===== config.mk =====
export PLATFORM = sky130hd
export DESIGN_NAME = dbg_top
export DESIGN_NICKNAME = d
export VERILOG_FILES = /design/src/hw/dbg_regs_pkg.sv /design/src/hw/dbg_text_pkg.sv /design/src/hw/dbg_dump_gen.sv /design/src/hw/dbg_line_buffer.sv /design/src/hw/dbg_bus_trace.sv /design/src/hw/dbg_serial_arbiter.sv /design/src/hw/dbg_top.sv
export VERILOG_INCLUDE_DIRS = /design/src /design/src/hw
export SDC_FILE = /design/constraint.sdc
export NUM_CORES = 2
export LEC_CHECK = 0
export BUFFER_PORTS_ARGS = -buffer_cell sky130_fd_sc_hd__buf_2
export CAP_MARGIN = 10
export CORE_UTILIZATION = 57
export CTS_CLUSTER_SIZE = 30
export DETAILED_ROUTE_END_ITERATION = 16
export PLACE_DENSITY_LB_ADDON = 0.12
export SYNTH_ARGS = -nofsm -noshare
export SYNTH_HDL_FRONTEND = slang
export SYNTH_SLANG_ARGS = --single-unit

===== constraint.sdc =====
create_clock -name i_clk -period 21.2 [get_ports i_clk]
set_input_delay 2.12 -clock i_clk [delete_from_list [all_inputs] [get_ports i_clk]]
set_output_delay 2.12 -clock i_clk [all_outputs]
set_load 0.01 [all_outputs]

===== src/hw/dbg_settings.svh =====
// sizes and character codes for the register-dump debugger, included by rtl and testbench.
`ifndef DBG_SETTINGS_SVH
`define DBG_SETTINGS_SVH

// line buffer geometry.
`define DBG_BUF_DEPTH 256
`define DBG_BUF_AW 8

// cpu register geometry.
`define DBG_ADDR_W 20
`define DBG_ADDR_NIBBLES 5
`define DBG_WORD_NIBBLES 16
`define DBG_ST_W 16
`define DBG_HST_W 4

// control characters that open every dump line.
`define DBG_CHR_LF 8'd10
`define DBG_CHR_CR 8'd13

`endif


===== src/hw/dbg_regs_pkg.sv =====
// cpu-side types of the debugger, imported by the rtl and the testbench register model.
`default_nettype none

`include "dbg_settings.svh"

package dbg_regs_pkg;

    // register selected on the debug read port.
    typedef enum logic [4:0] {
        REG_A    = 5'd0,
        REG_B    = 5'd1,
        REG_C    = 5'd2,
        REG_D    = 5'd3,
        REG_D0   = 5'd4,
        REG_D1   = 5'd5,
        REG_NONE = 5'd31
    } dbg_reg_sel_t;

    typedef logic [3:0] dbg_nibble_t;
    typedef logic [`DBG_ADDR_W-1:0] dbg_addr_t;

endpackage

`default_nettype wire


===== src/hw/dbg_text_pkg.sv =====
// text-side types of the debugger, imported by the rtl and the testbench layout builder.
`default_nettype none

`include "dbg_settings.svh"

package dbg_text_pkg;

    typedef logic [7:0] dbg_char_t;
    typedef logic [`DBG_BUF_AW-1:0] dbg_buf_addr_t;

    // sequencer fields, in the order they appear in the dump.
    typedef enum logic [3:0] {
        FLD_IDLE,
        FLD_PC,
        FLD_FLAGS,
        FLD_PHST,
        FLD_ST,
        FLD_REG,
        FLD_D0,
        FLD_D1,
        FLD_END,
        FLD_DRAIN
    } dbg_field_t;

    // uppercase ascii hex digit.
    function automatic dbg_char_t hex_digit(input dbg_regs_pkg::dbg_nibble_t n);
        if (n < 4'd10) begin
            return 8'h30 + {4'h0, n};
        end
        return 8'h37 + {4'h0, n};
    endfunction

endpackage

`default_nettype wire


===== src/hw/dbg_dump_gen.sv =====
// field sequencer that composes the register snapshot into the line buffer and drains it.
`timescale 1ns/10ps
`default_nettype none

`include "dbg_settings.svh"

module dbg_dump_gen
    import dbg_regs_pkg::*, dbg_text_pkg::*;
(
    input  wire                  i_clk,
    input  wire                  i_reset,
    input  wire                  i_clk_en,
    input  wire                  i_instr_decoded,
    input  wire                  i_alu_busy,
    input  wire dbg_addr_t       i_current_pc,
    input  wire                  i_reg_carry,
    input  wire                  i_reg_alu_mode,
    input  wire dbg_nibble_t     i_reg_p,
    input  wire [`DBG_HST_W-1:0] i_reg_hst,
    input  wire [`DBG_ST_W-1:0]  i_reg_st,
    input  wire dbg_nibble_t     i_dbg_reg_nibble,
    output dbg_reg_sel_t         o_dbg_register,
    output dbg_nibble_t          o_dbg_reg_ptr,
    output logic                 o_debug_cycle,
    output logic                 o_wr_en,
    output dbg_buf_addr_t        o_wr_addr,
    output dbg_char_t            o_wr_char,
    output dbg_buf_addr_t        o_rd_addr,
    input  wire dbg_char_t       i_rd_char,
    output logic                 o_dump_req,
    output dbg_char_t            o_dump_char,
    input  wire                  i_dump_grant
);

    // widest field is a register line of 21 characters.
    localparam int TXT_W = 8 * 21;

    dbg_field_t    field;
    logic [4:0]    pos;
    logic [1:0]    reg_idx;
    dbg_buf_addr_t wr_addr;
    dbg_buf_addr_t rd_addr;
    logic          rd_ready;

    logic [TXT_W-1:0]               line_txt;
    logic [4:0]                     txt_len;
    logic [4:0]                     dig_len;
    logic [4:0]                     fld_len;
    dbg_reg_sel_t                   port_sel;
    dbg_reg_sel_t                   word_sel;
    logic                           composing;
    logic                           from_port;
    logic [8*`DBG_ST_W-1:0]         st_txt;
    logic [8*`DBG_ST_W-1:0]         hst_txt;
    logic [8*`DBG_ADDR_NIBBLES-1:0] pc_txt;
    dbg_char_t                      comp_char;

    // one "0" or "1" per bit, msb leftmost.
    function automatic logic [8*`DBG_ST_W-1:0] bit_text(input logic [`DBG_ST_W-1:0] v);
        logic [8*`DBG_ST_W-1:0] r;
        for (int i = 0; i < `DBG_ST_W; i++) begin
            r[8*i +: 8] = v[i] ? "1" : "0";
        end
        return r;
    endfunction

    function automatic logic [8*`DBG_ADDR_NIBBLES-1:0] addr_text(input dbg_addr_t a);
        logic [8*`DBG_ADDR_NIBBLES-1:0] r;
        for (int i = 0; i < `DBG_ADDR_NIBBLES; i++) begin
            r[8*i +: 8] = hex_digit(a[4*i +: 4]);
        end
        return r;
    endfunction

    // ################################################
    // character of the current field position
    // ################################################

    always_comb begin
        st_txt  = bit_text(i_reg_st);
        hst_txt = bit_text({{(`DBG_ST_W-`DBG_HST_W){1'b0}}, i_reg_hst});
        pc_txt  = addr_text(i_current_pc);
        case (reg_idx)
            2'd0:    word_sel = REG_A;
            2'd1:    word_sel = REG_B;
            2'd2:    word_sel = REG_C;
            default: word_sel = REG_D;
        endcase
        // text is right aligned in line_txt, port digits follow it.
        line_txt = '0;
        txt_len  = 5'd1;
        dig_len  = 5'd0;
        port_sel = REG_NONE;
        case (field)
            FLD_PC: begin
                line_txt = TXT_W'({`DBG_CHR_LF, `DBG_CHR_CR, "PC: ", pc_txt});
                txt_len  = 5'd6 + 5'(`DBG_ADDR_NIBBLES);
            end
            FLD_FLAGS: begin
                line_txt = TXT_W'({" Carry: ", i_reg_carry ? "1" : "0", " h: ",
                                   i_reg_alu_mode ? "DEC" : "HEX"});
                txt_len  = 5'd16;
            end
            FLD_PHST: begin
                line_txt = TXT_W'({`DBG_CHR_LF, `DBG_CHR_CR, "P: ", hex_digit(i_reg_p),
                                   " HST: ", hst_txt[8*`DBG_HST_W-1:0]});
                txt_len  = 5'd16;
            end
            FLD_ST: begin
                line_txt = TXT_W'({" ST: ", st_txt});
                txt_len  = 5'd5 + 5'(`DBG_ST_W);
            end
            FLD_REG: begin
                line_txt = TXT_W'({`DBG_CHR_LF, `DBG_CHR_CR, 8'h41 + {6'd0, reg_idx}, ": "});
                txt_len  = 5'd5;
                dig_len  = 5'(`DBG_WORD_NIBBLES);
                port_sel = word_sel;
            end
            FLD_D0: begin
                line_txt = TXT_W'({`DBG_CHR_LF, `DBG_CHR_CR, "D0: "});
                txt_len  = 5'd6;
                dig_len  = 5'(`DBG_ADDR_NIBBLES);
                port_sel = REG_D0;
            end
            FLD_D1: begin
                line_txt = TXT_W'(" D1: ");
                txt_len  = 5'd5;
                dig_len  = 5'(`DBG_ADDR_NIBBLES);
                port_sel = REG_D1;
            end
            FLD_END: begin
                line_txt = TXT_W'({`DBG_CHR_LF, `DBG_CHR_CR});
                txt_len  = 5'd2;
            end
            default: begin
            end
        endcase
        fld_len   = txt_len + dig_len;
        composing = (field != FLD_IDLE) && (field != FLD_DRAIN);
        from_port = pos >= txt_len;
        if (from_port) begin
            comp_char = hex_digit(i_dbg_reg_nibble);
        end else begin
            comp_char = line_txt[8*(txt_len - 5'd1 - pos) +: 8];
        end
    end

    // digits come out msb first.
    assign o_dbg_register = (composing && from_port) ? port_sel : REG_NONE;
    assign o_dbg_reg_ptr  = 4'(fld_len - 5'd1 - pos);

    assign o_wr_en     = composing;
    assign o_wr_addr   = wr_addr;
    assign o_wr_char   = comp_char;
    assign o_rd_addr   = rd_addr;
    assign o_dump_req  = (field == FLD_DRAIN) && rd_ready;
    assign o_dump_char = i_rd_char;

    // ################################################
    // sequencer
    // ################################################

    always_ff @(posedge i_clk) begin
        if (i_reset) begin
            field         <= FLD_IDLE;
            pos           <= 5'd0;
            rd_ready      <= 1'b0;
            o_debug_cycle <= 1'b0;
        end else begin
            case (field)
                FLD_IDLE: begin
                    if (i_clk_en && i_instr_decoded && !i_alu_busy) begin
                        field         <= FLD_PC;
                        pos           <= 5'd0;
                        reg_idx       <= 2'd0;
                        wr_addr       <= '0;
                        rd_addr       <= '0;
                        rd_ready      <= 1'b1;
                        o_debug_cycle <= 1'b1;
                    end
                end
                FLD_DRAIN: begin
                    // read data lags the address by one cycle.
                    if (i_dump_grant) begin
                        rd_ready <= 1'b0;
                        rd_addr  <= rd_addr + 1'b1;
                        if ((rd_addr + 1'b1) == wr_addr) begin
                            field         <= FLD_IDLE;
                            o_debug_cycle <= 1'b0;
                        end
                    end else begin
                        rd_ready <= 1'b1;
                    end
                end
                default: begin
                    wr_addr <= wr_addr + 1'b1;
                    if (pos == fld_len - 5'd1) begin
                        pos <= 5'd0;
                        if (field == FLD_REG && reg_idx != 2'd3) begin
                            reg_idx <= reg_idx + 2'd1;
                        end else begin
                            field <= dbg_field_t'(field + 4'd1);
                        end
                    end else begin
                        pos <= pos + 5'd1;
                    end
                end
            endcase
        end
    end

    // write index never wraps past the end of the buffer.
    a_no_wrap: assert property (@(posedge i_clk) disable iff (i_reset)
        o_wr_en |=> (o_wr_addr != '0));

endmodule

`default_nettype wire


===== src/hw/dbg_line_buffer.sv =====
// character store holding one composed snapshot, written by the sequencer and read on drain.
`timescale 1ns/10ps
`default_nettype none

`include "dbg_settings.svh"

module dbg_line_buffer
    import dbg_text_pkg::*;
(
    input  wire                i_clk,
    input  wire                i_wr_en,
    input  wire dbg_buf_addr_t i_wr_addr,
    input  wire dbg_char_t     i_wr_char,
    input  wire dbg_buf_addr_t i_rd_addr,
    output dbg_char_t          o_rd_char
);

    // block ram style, one write and one registered read port.
    dbg_char_t mem [0:`DBG_BUF_DEPTH-1];

    always_ff @(posedge i_clk) begin
        if (i_wr_en) begin
            mem[i_wr_addr] <= i_wr_char;
        end
    end

    // data valid the cycle after the address.
    always_ff @(posedge i_clk) begin
        o_rd_char <= mem[i_rd_addr];
    end

endmodule

`default_nettype wire


===== src/hw/dbg_bus_trace.sv =====
// turns bus read and bus busy pulses into one pending trace character for the arbiter.
`timescale 1ns/10ps
`default_nettype none

module dbg_bus_trace
    import dbg_regs_pkg::*, dbg_text_pkg::*;
(
    input  wire              i_clk,
    input  wire              i_reset,
    input  wire              i_bus_read_valid,
    input  wire dbg_nibble_t i_bus_nibble_in,
    input  wire              i_bus_busy_valid,
    output logic             o_trace_req,
    output dbg_char_t        o_trace_char,
    input  wire              i_trace_grant
);

    // a new event overrides both a pending char and a grant.
    always_ff @(posedge i_clk) begin
        if (i_reset) begin
            o_trace_req <= 1'b0;
        end else if (i_bus_busy_valid || i_bus_read_valid) begin
            o_trace_req <= 1'b1;
        end else if (i_trace_grant) begin
            o_trace_req <= 1'b0;
        end
    end

    // busy dot wins over a read nibble.
    always_ff @(posedge i_clk) begin
        if (i_bus_busy_valid) begin
            o_trace_char <= ".";
        end else if (i_bus_read_valid) begin
            o_trace_char <= hex_digit(i_bus_nibble_in);
        end
    end

endmodule

`default_nettype wire


===== src/hw/dbg_serial_arbiter.sv =====
// shares the serial character port between bus trace and dump drain, trace first.
`timescale 1ns/10ps
`default_nettype none

module dbg_serial_arbiter
    import dbg_text_pkg::*;
(
    input  wire            i_clk,
    input  wire            i_reset,
    input  wire            i_trace_req,
    input  wire dbg_char_t i_trace_char,
    output logic           o_trace_grant,
    input  wire            i_dump_req,
    input  wire dbg_char_t i_dump_char,
    output logic           o_dump_grant,
    input  wire            i_serial_busy,
    output dbg_char_t      o_char_to_send,
    output logic           o_char_valid,
    output logic           o_char_send
);

    logic can_send;

    // one slot per free cycle, never back to back.
    assign can_send      = !i_serial_busy && !o_char_valid;
    assign o_trace_grant = can_send && i_trace_req;
    assign o_dump_grant  = can_send && i_dump_req && !i_trace_req;

    always_ff @(posedge i_clk) begin
        if (i_reset) begin
            o_char_valid <= 1'b0;
            o_char_send  <= 1'b0;
        end else begin
            o_char_valid <= o_trace_grant || o_dump_grant;
            if (o_trace_grant || o_dump_grant) begin
                o_char_send <= ~o_char_send;
            end
        end
    end

    always_ff @(posedge i_clk) begin
        if (o_trace_grant) begin
            o_char_to_send <= i_trace_char;
        end else if (o_dump_grant) begin
            o_char_to_send <= i_dump_char;
        end
    end

    // a waiting dump character stays offered, unchanged, until its grant.
    a_dump_held: assert property (@(posedge i_clk) disable iff (i_reset)
        (i_dump_req && !o_dump_grant) |=> (i_dump_req && $stable(i_dump_char)));

    // a pending trace character is never dropped before its grant.
    a_trace_held: assert property (@(posedge i_clk) disable iff (i_reset)
        (i_trace_req && !o_trace_grant) |=> i_trace_req);

endmodule

`default_nettype wire


===== src/hw/dbg_top.sv =====
// top of the register-dump debugger, connecting sequencer, line buffer, bus trace and arbiter.
`timescale 1ns/10ps
`default_nettype none

`include "dbg_settings.svh"

module dbg_top
    import dbg_regs_pkg::*, dbg_text_pkg::*;
(
    input  wire                  i_clk,
    input  wire                  i_reset,
    input  wire                  i_clk_en,
    input  wire                  i_instr_decoded,
    input  wire                  i_alu_busy,
    input  wire dbg_addr_t       i_current_pc,
    input  wire                  i_reg_carry,
    input  wire                  i_reg_alu_mode,
    input  wire dbg_nibble_t     i_reg_p,
    input  wire [`DBG_HST_W-1:0] i_reg_hst,
    input  wire [`DBG_ST_W-1:0]  i_reg_st,
    output dbg_reg_sel_t         o_dbg_register,
    output dbg_nibble_t          o_dbg_reg_ptr,
    input  wire dbg_nibble_t     i_dbg_reg_nibble,
    output logic                 o_debug_cycle,
    input  wire                  i_bus_read_valid,
    input  wire dbg_nibble_t     i_bus_nibble_in,
    input  wire                  i_bus_busy_valid,
    input  wire                  i_serial_busy,
    output dbg_char_t            o_char_to_send,
    output logic                 o_char_valid,
    output logic                 o_char_send
);

    // sequencer to buffer.
    logic          wr_en;
    dbg_buf_addr_t wr_addr;
    dbg_char_t     wr_char;
    dbg_buf_addr_t rd_addr;
    dbg_char_t     rd_char;

    // requesters to arbiter.
    logic      dump_req;
    dbg_char_t dump_char;
    logic      dump_grant;
    logic      trace_req;
    dbg_char_t trace_char;
    logic      trace_grant;

    dbg_dump_gen dump_gen_i (
        .i_clk            (i_clk),
        .i_reset          (i_reset),
        .i_clk_en         (i_clk_en),
        .i_instr_decoded  (i_instr_decoded),
        .i_alu_busy       (i_alu_busy),
        .i_current_pc     (i_current_pc),
        .i_reg_carry      (i_reg_carry),
        .i_reg_alu_mode   (i_reg_alu_mode),
        .i_reg_p          (i_reg_p),
        .i_reg_hst        (i_reg_hst),
        .i_reg_st         (i_reg_st),
        .i_dbg_reg_nibble (i_dbg_reg_nibble),
        .o_dbg_register   (o_dbg_register),
        .o_dbg_reg_ptr    (o_dbg_reg_ptr),
        .o_debug_cycle    (o_debug_cycle),
        .o_wr_en          (wr_en),
        .o_wr_addr        (wr_addr),
        .o_wr_char        (wr_char),
        .o_rd_addr        (rd_addr),
        .i_rd_char        (rd_char),
        .o_dump_req       (dump_req),
        .o_dump_char      (dump_char),
        .i_dump_grant     (dump_grant)
    );

    dbg_line_buffer line_buffer_i (
        .i_clk     (i_clk),
        .i_wr_en   (wr_en),
        .i_wr_addr (wr_addr),
        .i_wr_char (wr_char),
        .i_rd_addr (rd_addr),
        .o_rd_char (rd_char)
    );

    dbg_bus_trace bus_trace_i (
        .i_clk            (i_clk),
        .i_reset          (i_reset),
        .i_bus_read_valid (i_bus_read_valid),
        .i_bus_nibble_in  (i_bus_nibble_in),
        .i_bus_busy_valid (i_bus_busy_valid),
        .o_trace_req      (trace_req),
        .o_trace_char     (trace_char),
        .i_trace_grant    (trace_grant)
    );

    dbg_serial_arbiter serial_arbiter_i (
        .i_clk          (i_clk),
        .i_reset        (i_reset),
        .i_trace_req    (trace_req),
        .i_trace_char   (trace_char),
        .o_trace_grant  (trace_grant),
        .i_dump_req     (dump_req),
        .i_dump_char    (dump_char),
        .o_dump_grant   (dump_grant),
        .i_serial_busy  (i_serial_busy),
        .o_char_to_send (o_char_to_send),
        .o_char_valid   (o_char_valid),
        .o_char_send    (o_char_send)
    );

endmodule

`default_nettype wire


# [Word-level counts from Yosys, hierarchy flattened]
# Memories as Yosys holds them, arrays and structs flattened. A register that Yosys moved wholly into a read port is not among the register bits.
# Index checks and enable logic that the tools add are counted.
[op_classes] add_sub_neg=27 magnitude_cmp=9 eq_ne=19 shifts=1 muxes=86 n_bitwise=3 n_reduce_logical=35
[ops] op="one-hot mux 166 bit (8 select lines)" count=1
[ops] op="2-to-1 mux 8 bit" count=21
[ops] op="indexed part select 168 x 33 -> 8 bit" count=1
[ops] op="adder 6 x 4 -> 7 bit (first input constant)" count=16
[ops] op="2-to-1 mux 1 bit" count=41
[ops] op="< comparator 4 bit (second input constant)" count=8
[ops] op="one-hot mux 8 bit (2 select lines)" count=2
[ops] op="one-hot mux 5 bit (6 select lines)" count=1
[ops] op="subtractor 29 x 5 -> 29 bit" count=1
[ops] op="2-to-1 mux 20 bit" count=1
[ops] op="2-to-1 mux 4 bit" count=5
[ops] op="one-hot mux 5 bit (2 select lines)" count=2
[ops] op="adder 8 x 1 -> 8 bit (second input constant)" count=2
[ops] op="equality test 4 x 3 -> 1 bit (second input constant)" count=4
[ops] op="2-to-1 mux 5 bit" count=3
[ops] op="one-hot mux 5 bit (3 select lines)" count=1
[ops] op="logical AND 1 bit" count=10
[ops] op="AND reduction 5 bit" count=2
[ops] op="nonzero test 2 bit" count=5
[ops] op="adder 7 x 2 -> 8 bit (first input constant)" count=1
[ops] op="equality test 4 x 2 -> 1 bit (second input constant)" count=2
[ops] op="equality test 4 bit (second input constant)" count=2
[ops] op="equality test 8 bit" count=1
[ops] op="one-hot mux 4 bit (2 select lines)" count=1
[ops] op="31 further kinds" count=46
[totals] regBits=48 ramBits=2048 in_bits=62 output_inout_bits=20 elab_cells=193 mem_count=1
[memory_table] memory="line_buffer_i.mem" words=256 width=8 read_ports=1 rd_clocked_by_memory_dff=1 wr=1 line_no="dbg_line_buffer.sv:19" source="dbg_char_t mem [0:`DBG_BUF_DEPTH-1];"

# [Depth between registers and ports, before layout]
[depth] word_depth=8 depth_mapped=19 ltp_nobuf=18

# [By module]
# Synthesis repeated with hierarchy kept, for this count alone.
[unflattened] cells_unflattened=4433 hier_area_um2=85077.8
[modules_own_cells] mod="dbg_line_buffer" instances=1 cells_per_inst=3733 area_per_inst_um2=79556.3 seq_area_each_um2=61659.1
[modules_own_cells] mod="dbg_dump_gen" instances=1 cells_per_inst=630 area_per_inst_um2=4717.0 seq_area_each_um2=760.7
[modules_own_cells] mod="dbg_serial_arbiter" instances=1 cells_per_inst=27 area_per_inst_um2=429.2 seq_area_each_um2=280.3
[modules_own_cells] mod="dbg_bus_trace" instances=1 cells_per_inst=43 area_per_inst_um2=375.4 seq_area_each_um2=160.2

# [Least setup slack after synthesis]
# OpenSTA, ideal clock, no wires.
[synth_timing] path_type="register -> register" start="register dump_gen_i.field[1]" end="memory line_buffer_i.mem[0][2] in the netlist's numbering (data pin)" arrival_time_ns=19.771 required_ns=17.833 setup_slack_ns=-1.938 stages_incl_launch_ff=16 n_path_buf=3 period_less_slack_ns=23.138 path_cell_list="dfxtp_1 > inv_1 > ha_1 > clkbuf_1 > and2_1 > buf_2 > buf_2 > nor3_1 > ha_1 > fa_1 > nor2b_1 > o31a_1 > nor2_1 > a211oi_1 > nand3_1 > o311ai_0"
[synth_via] elab_chain_cells=7 elab_cells_between_ends=17 cone_classes="add/sub (2); order compare (1); eq/ne (8); shift (1); mux (3); reduce/logical (2)"
[synth_lines] element="start, declared" line_no="dbg_dump_gen.sv:38" source="dbg_field_t field;"
[synth_lines] element="start signal, assigned" line_no="dbg_dump_gen.sv:202" source="field <= dbg_field_t'(field + 4'd1);"
[synth_lines] element="equality test 4 x 3 -> 1 bit (tied with other cells)" line_no="dbg_dump_gen.sv:94" source="case (field)"
[synth_lines] element="OR reduction 2 bit (no line)"
[synth_lines] element="one-hot mux 5 bit (6 select lines)" line_no="dbg_dump_gen.sv:94"
[synth_lines] element="subtractor 5 x 1 -> 6 bit" line_no="dbg_dump_gen.sv:144" source="comp_char = line_txt[8*(txt_len - 5'd1 - pos) +: 8];"
[synth_lines] element="subtractor 29 x 5 -> 29 bit" line_no="dbg_dump_gen.sv:144"
[synth_lines] element="indexed part select 168 x 33 -> 8 bit" line_no="dbg_dump_gen.sv:144"
[synth_lines] element="2-to-1 mux 8 bit (*)" line_no="dbg_dump_gen.sv:141" source="if (from_port) begin"
[synth_lines] element="named net dump_gen_i.o_wr_char[2]" line_no="dbg_dump_gen.sv:27" source="output dbg_char_t o_wr_char,"
[synth_lines] element="end, declared" line_no="dbg_line_buffer.sv:19"
# The timed path passes the listed nets; every way through them passes the cells marked *.

# [Worst setup path in the final report]
[layout_timing] start="register dump_gen_i.field[3]" end="memory line_buffer_i.mem[74][3] in the netlist's numbering (data pin)"
# Same word-level chain as after synthesis.

==> metrics.md <==
| Metric | Value |
|---|---|
| Pre-antenna DRT Iters | `6` |
| Die Span Y | `365 um` |
| Drt first-iter violations | `4683` |
| Cells after Synth | `4003` |
| Yosys warning count | `0` |
| Synth Flop Type | `edfxtp_1` |
| Hold EP | `bus_trace_i.o_trace_char[1]` |
| Reg2Reg Setup Slack | `13.93 ns` |
| Clk sinks | `between 1500 and 2000` |
| Outcome | `finished, final reports clean` |
| DRT antenna net count | `0` |
| Hold Path Cell Cnt | `2` |
| Hold buffers post-CTS | `0` |
| Routed wire length | `182000 um` |
| Crit-path max FO | `76` |
| Final Hold Fails | `0` |
| Fill cell count | `9005` |
| Clk buf depth | `3` |
| Multi-input logic area | `18600 um2` |
| Max-Slew Margin vs Limit | `0.135` |
| Psw | `0.00202 W` |
| I/O pins | `just over 80` |
| Clk_lat worst skew | `0.81 ns` |
| Cell taking the most area after synthesis | `edfxtp_1` |
| Area contributors post-synth | `edfxtp_1 73%, mux4_2 12%, nor2_1 1.8%` |
| Average size of a mapped cell | `18.7 um2` |
| Commonest non-fill, non-tap cell in the layout | `edfxtp_1` |
| Critical path startpoint category | `flop` |
| Post-CTS sizing | `0` |
| Antenna diodes | `0` |
| Int Pwr | `0.00647 W` |
| CORE AREA | `130000 um2` |
| Num rows | `132` |
| Pwr/cell area | `102 nW/um2` |
| HP Class | `flop to flop` |
| Setup crit end kind | `flop` |
| Setup TNS Final | `0 ns` |
| Sequential area share after synthesis | `0.735` |
| Setup CP Type | `flop to flop` |
| Largest net degree at the start of global routing | `257` |
| Total number of H-tree levels | `4` |
| WP data arrival | `7.75 ns` |
| Most frequent cells in the layout | `1817 x edfxtp_1, 391 x mux4_2, 360 x nor2_1` |
| Net Sw Frac | `0.238` |
| Reported max-cap violation count | `0` |
| Clk pin slew, worst setup/hold paths | `0.06 ns` |
| Sequential cell area | `between 50000 and 60000 um2` |
| Vias | `39100` |
| Max Transition Viols Final | `0` |
| Area growth, synth to finish | `10.7%` |
| Share of cells above drive strength 1 | `0.212` |
| Reg2reg end | `line_buffer_i.mem[74][3]` |
| Peak supply drop | `0.0992 mV` |
| Core Util, Final | `0.639` |
| Crit share post-route | `0.343` |
| GRT Residual Overflow | `0` |
| Finished Layout Cells | `5994` |
| Synth top area share | `0.728` |
| Die X-Extent | `365 um` |
| Root Driver | `clkbuf_16` |
| Port-buffer cells | `80` |
| Max Clk Rate | `0.138 GHz` |
| Placed cell count | `about 5700` |
| Number of flops mapped to enable cells by yosys | `1817` |
| Static leakage | `~26 nW` |
| Fraction of registers with async set/reset | `0` |
| Setup bufs post-CTS | `0` |
| RSZ-0062 raised after global routing | `false` |
| Gate power share | `0.094` |
| DP Wirelength | `~110000 um` |
| Endpoints failing setup | `0` |
| Reg2reg path depth | `16` |
| TritonCTS Buffers | `between 150 and 200` |
| WP data required | `around 22 ns` |
| Post-layout min period | `7.27 ns` |
| Netlist cell types | `between 70 and 80` |
| Setup Skew | `~0.03 ns` |
| Clock power frac | `0.379` |
| Total global-route track usage | `0.279` |
| Post-layout nets | `4202` |
| Seq pwr share | `0.527` |
| Antenna violations before repair | `8` |
| Routed vias/inst | `6.52` |
| Synthesized Nets | `between 4000 and 5000` |
| Final GP Congestion | `0.921` |
| CTS tree | `done` |
| Worst slew pin tran | `between 1 and 1.5 ns` |
| Reg2reg start | `dump_gen_i.field[3]` |
| First-pass GRT wire length | `about 270000 um` |
| Die area | `133000 um2` |
| Initial Utilization | `0.577` |
| Mapped cell area | `75000 um2` |
| Min-delay src | `bus_trace_i.o_trace_char[1]` |
| Synth Register Bits | `1845` |
| Vias in the first global route | `a little under 40000` |
| WL/cell | `roughly 30 um` |
| # DRC | `0` |
[Yosys cell counts (28+ instances only)]
library cell	count
inv_1	47
ha_1	40
a22o_1	31
mux2i_1	130
nor2_1	362
mux4_2	391
nand3_1	58
edfxtp_1	1817
buf_4	30
o21ai_0	65
mux2_2	61
a21oi_1	84
clkbuf_1	124
a22oi_1	65
a31oi_1	28
dfxtp_1	28
nand2_1	116
buf_2	65
nor3_1	29
a221oi_1	35
[critical path, stage by stage (launching register included)]
cell and delay, ns:
dfxtp_1 0.85, nor2_1 0.24, and2_1 0.44, nor3_1 0.27
buf_4 0.19, ha_1 0.26, fa_1 0.48, buf_4 0.42
clkinv_1 0.51, nand2_1 0.35, nor3_1 0.07, a21oi_1 0.16
a31o_2 0.17, a311oi_1 0.07, o21ai_4 0.74, buf_4 0.80
buf_4 0.76
[metrics by stage]
stage | setup slack [ns] | cell area [um2] | hold slack (ns) | power, W
finish | 13.93 | 83000 | 0.470 | 0.00849
global route | 13.49 | 83000 | 0.493 | 0.00874
CTS | 14.05 | 83000 | 0.480 | 0.00854
detailed placement | 14.08 | 77100 | 0.466 | 0.00536
global placement | 14.20 | 77100 | 0.461 | 0.00533
floorplan | 4.86 | 75000 | 0.434 | 0.00520
[registers in the layout, summed over array words and instances, names as in the netlist, 2 cells and up]
register and count:
bus_trace_i.o_trace_char 7, dump_gen_i.field 4, dump_gen_i.o_rd_addr 8, dump_gen_i.o_wr_addr 8
dump_gen_i.pos 5, dump_gen_i.reg_idx 2, line_buffer_i.mem 1792, line_buffer_i.o_rd_char 7
serial_arbiter_i.o_char_to_send 7
[power by group through the flow]
stage          sequential (W)  clock [W]  combinational (W)
4_1_cts               0.00447    0.00325           0.000808
5_1_grt               0.00448    0.00339           0.000870
3_3_place_gp          0.00455          0           0.000778
6_report              0.00448    0.00322           0.000802
3_5_place_dp          0.00455          0           0.000810
2_1_floorplan         0.00478          0           0.000419
[layout make-up]
class                      count  area share
tap                         1742      0.0262
clock buffer                 215      0.0569
multi-input combinational   1866       0.224
clock inverter               123      0.0148
timing repair buffer         154      0.0124
inverter                      49     0.00221
sequential                  1845       0.664
[worst max path at each step]
stage | start | to | slack, ns | cells after the start
after floorplan | dump_gen_i.field[1] | line_buffer_i.mem[0][2] | 4.86 | 15
after global placement | dump_gen_i.field[3] | line_buffer_i.mem[64][3] | 14.20 | 16
after detailed placement | dump_gen_i.field[3] | line_buffer_i.mem[108][3] | 14.08 | 16
after CTS | dump_gen_i.field[3] | line_buffer_i.mem[72][3] | 14.05 | 16
after global routing | dump_gen_i.field[3] | line_buffer_i.mem[74][3] | 13.49 | 16
final | dump_gen_i.field[3] | line_buffer_i.mem[74][3] | 13.93 | 16
[routing by layer]
layer | global-route usage | share of wire | vias up
met5 | 0 | 0.00022 | -
met4 | 0.0829 | 0.027 | 6
met3 | 0.0557 | 0.088 | 281
met2 | 0.431 | 0.47 | 1725
met1 | 0.406 | 0.41 | 20500
li1 | - | - | 16600
[kinds of logic (layout without fill, tap and decap cells)]
| kind of cell | Yosys count | after routing | share of synthesized area |
|---|---|---|---|
| and+or+nand+nor | 695 | 695 | 0.0417 |
| adders and majority gates | 43 | 43 | 0.00748 |
| DFF | 1845 | 1845 | 0.735 |
| AOI/OAI and AO/OA | 502 | 502 | 0.0472 |
| muxes | 582 | 582 | 0.144 |
| xor gates and xnor gates | 43 | 43 | 0.00557 |
| buffers and inverters | 292 | 541 | 0.0189 |
| other | 1 | 1 | 0.0000500 |
Note: power is estimated with default switching activity, not from simulation.
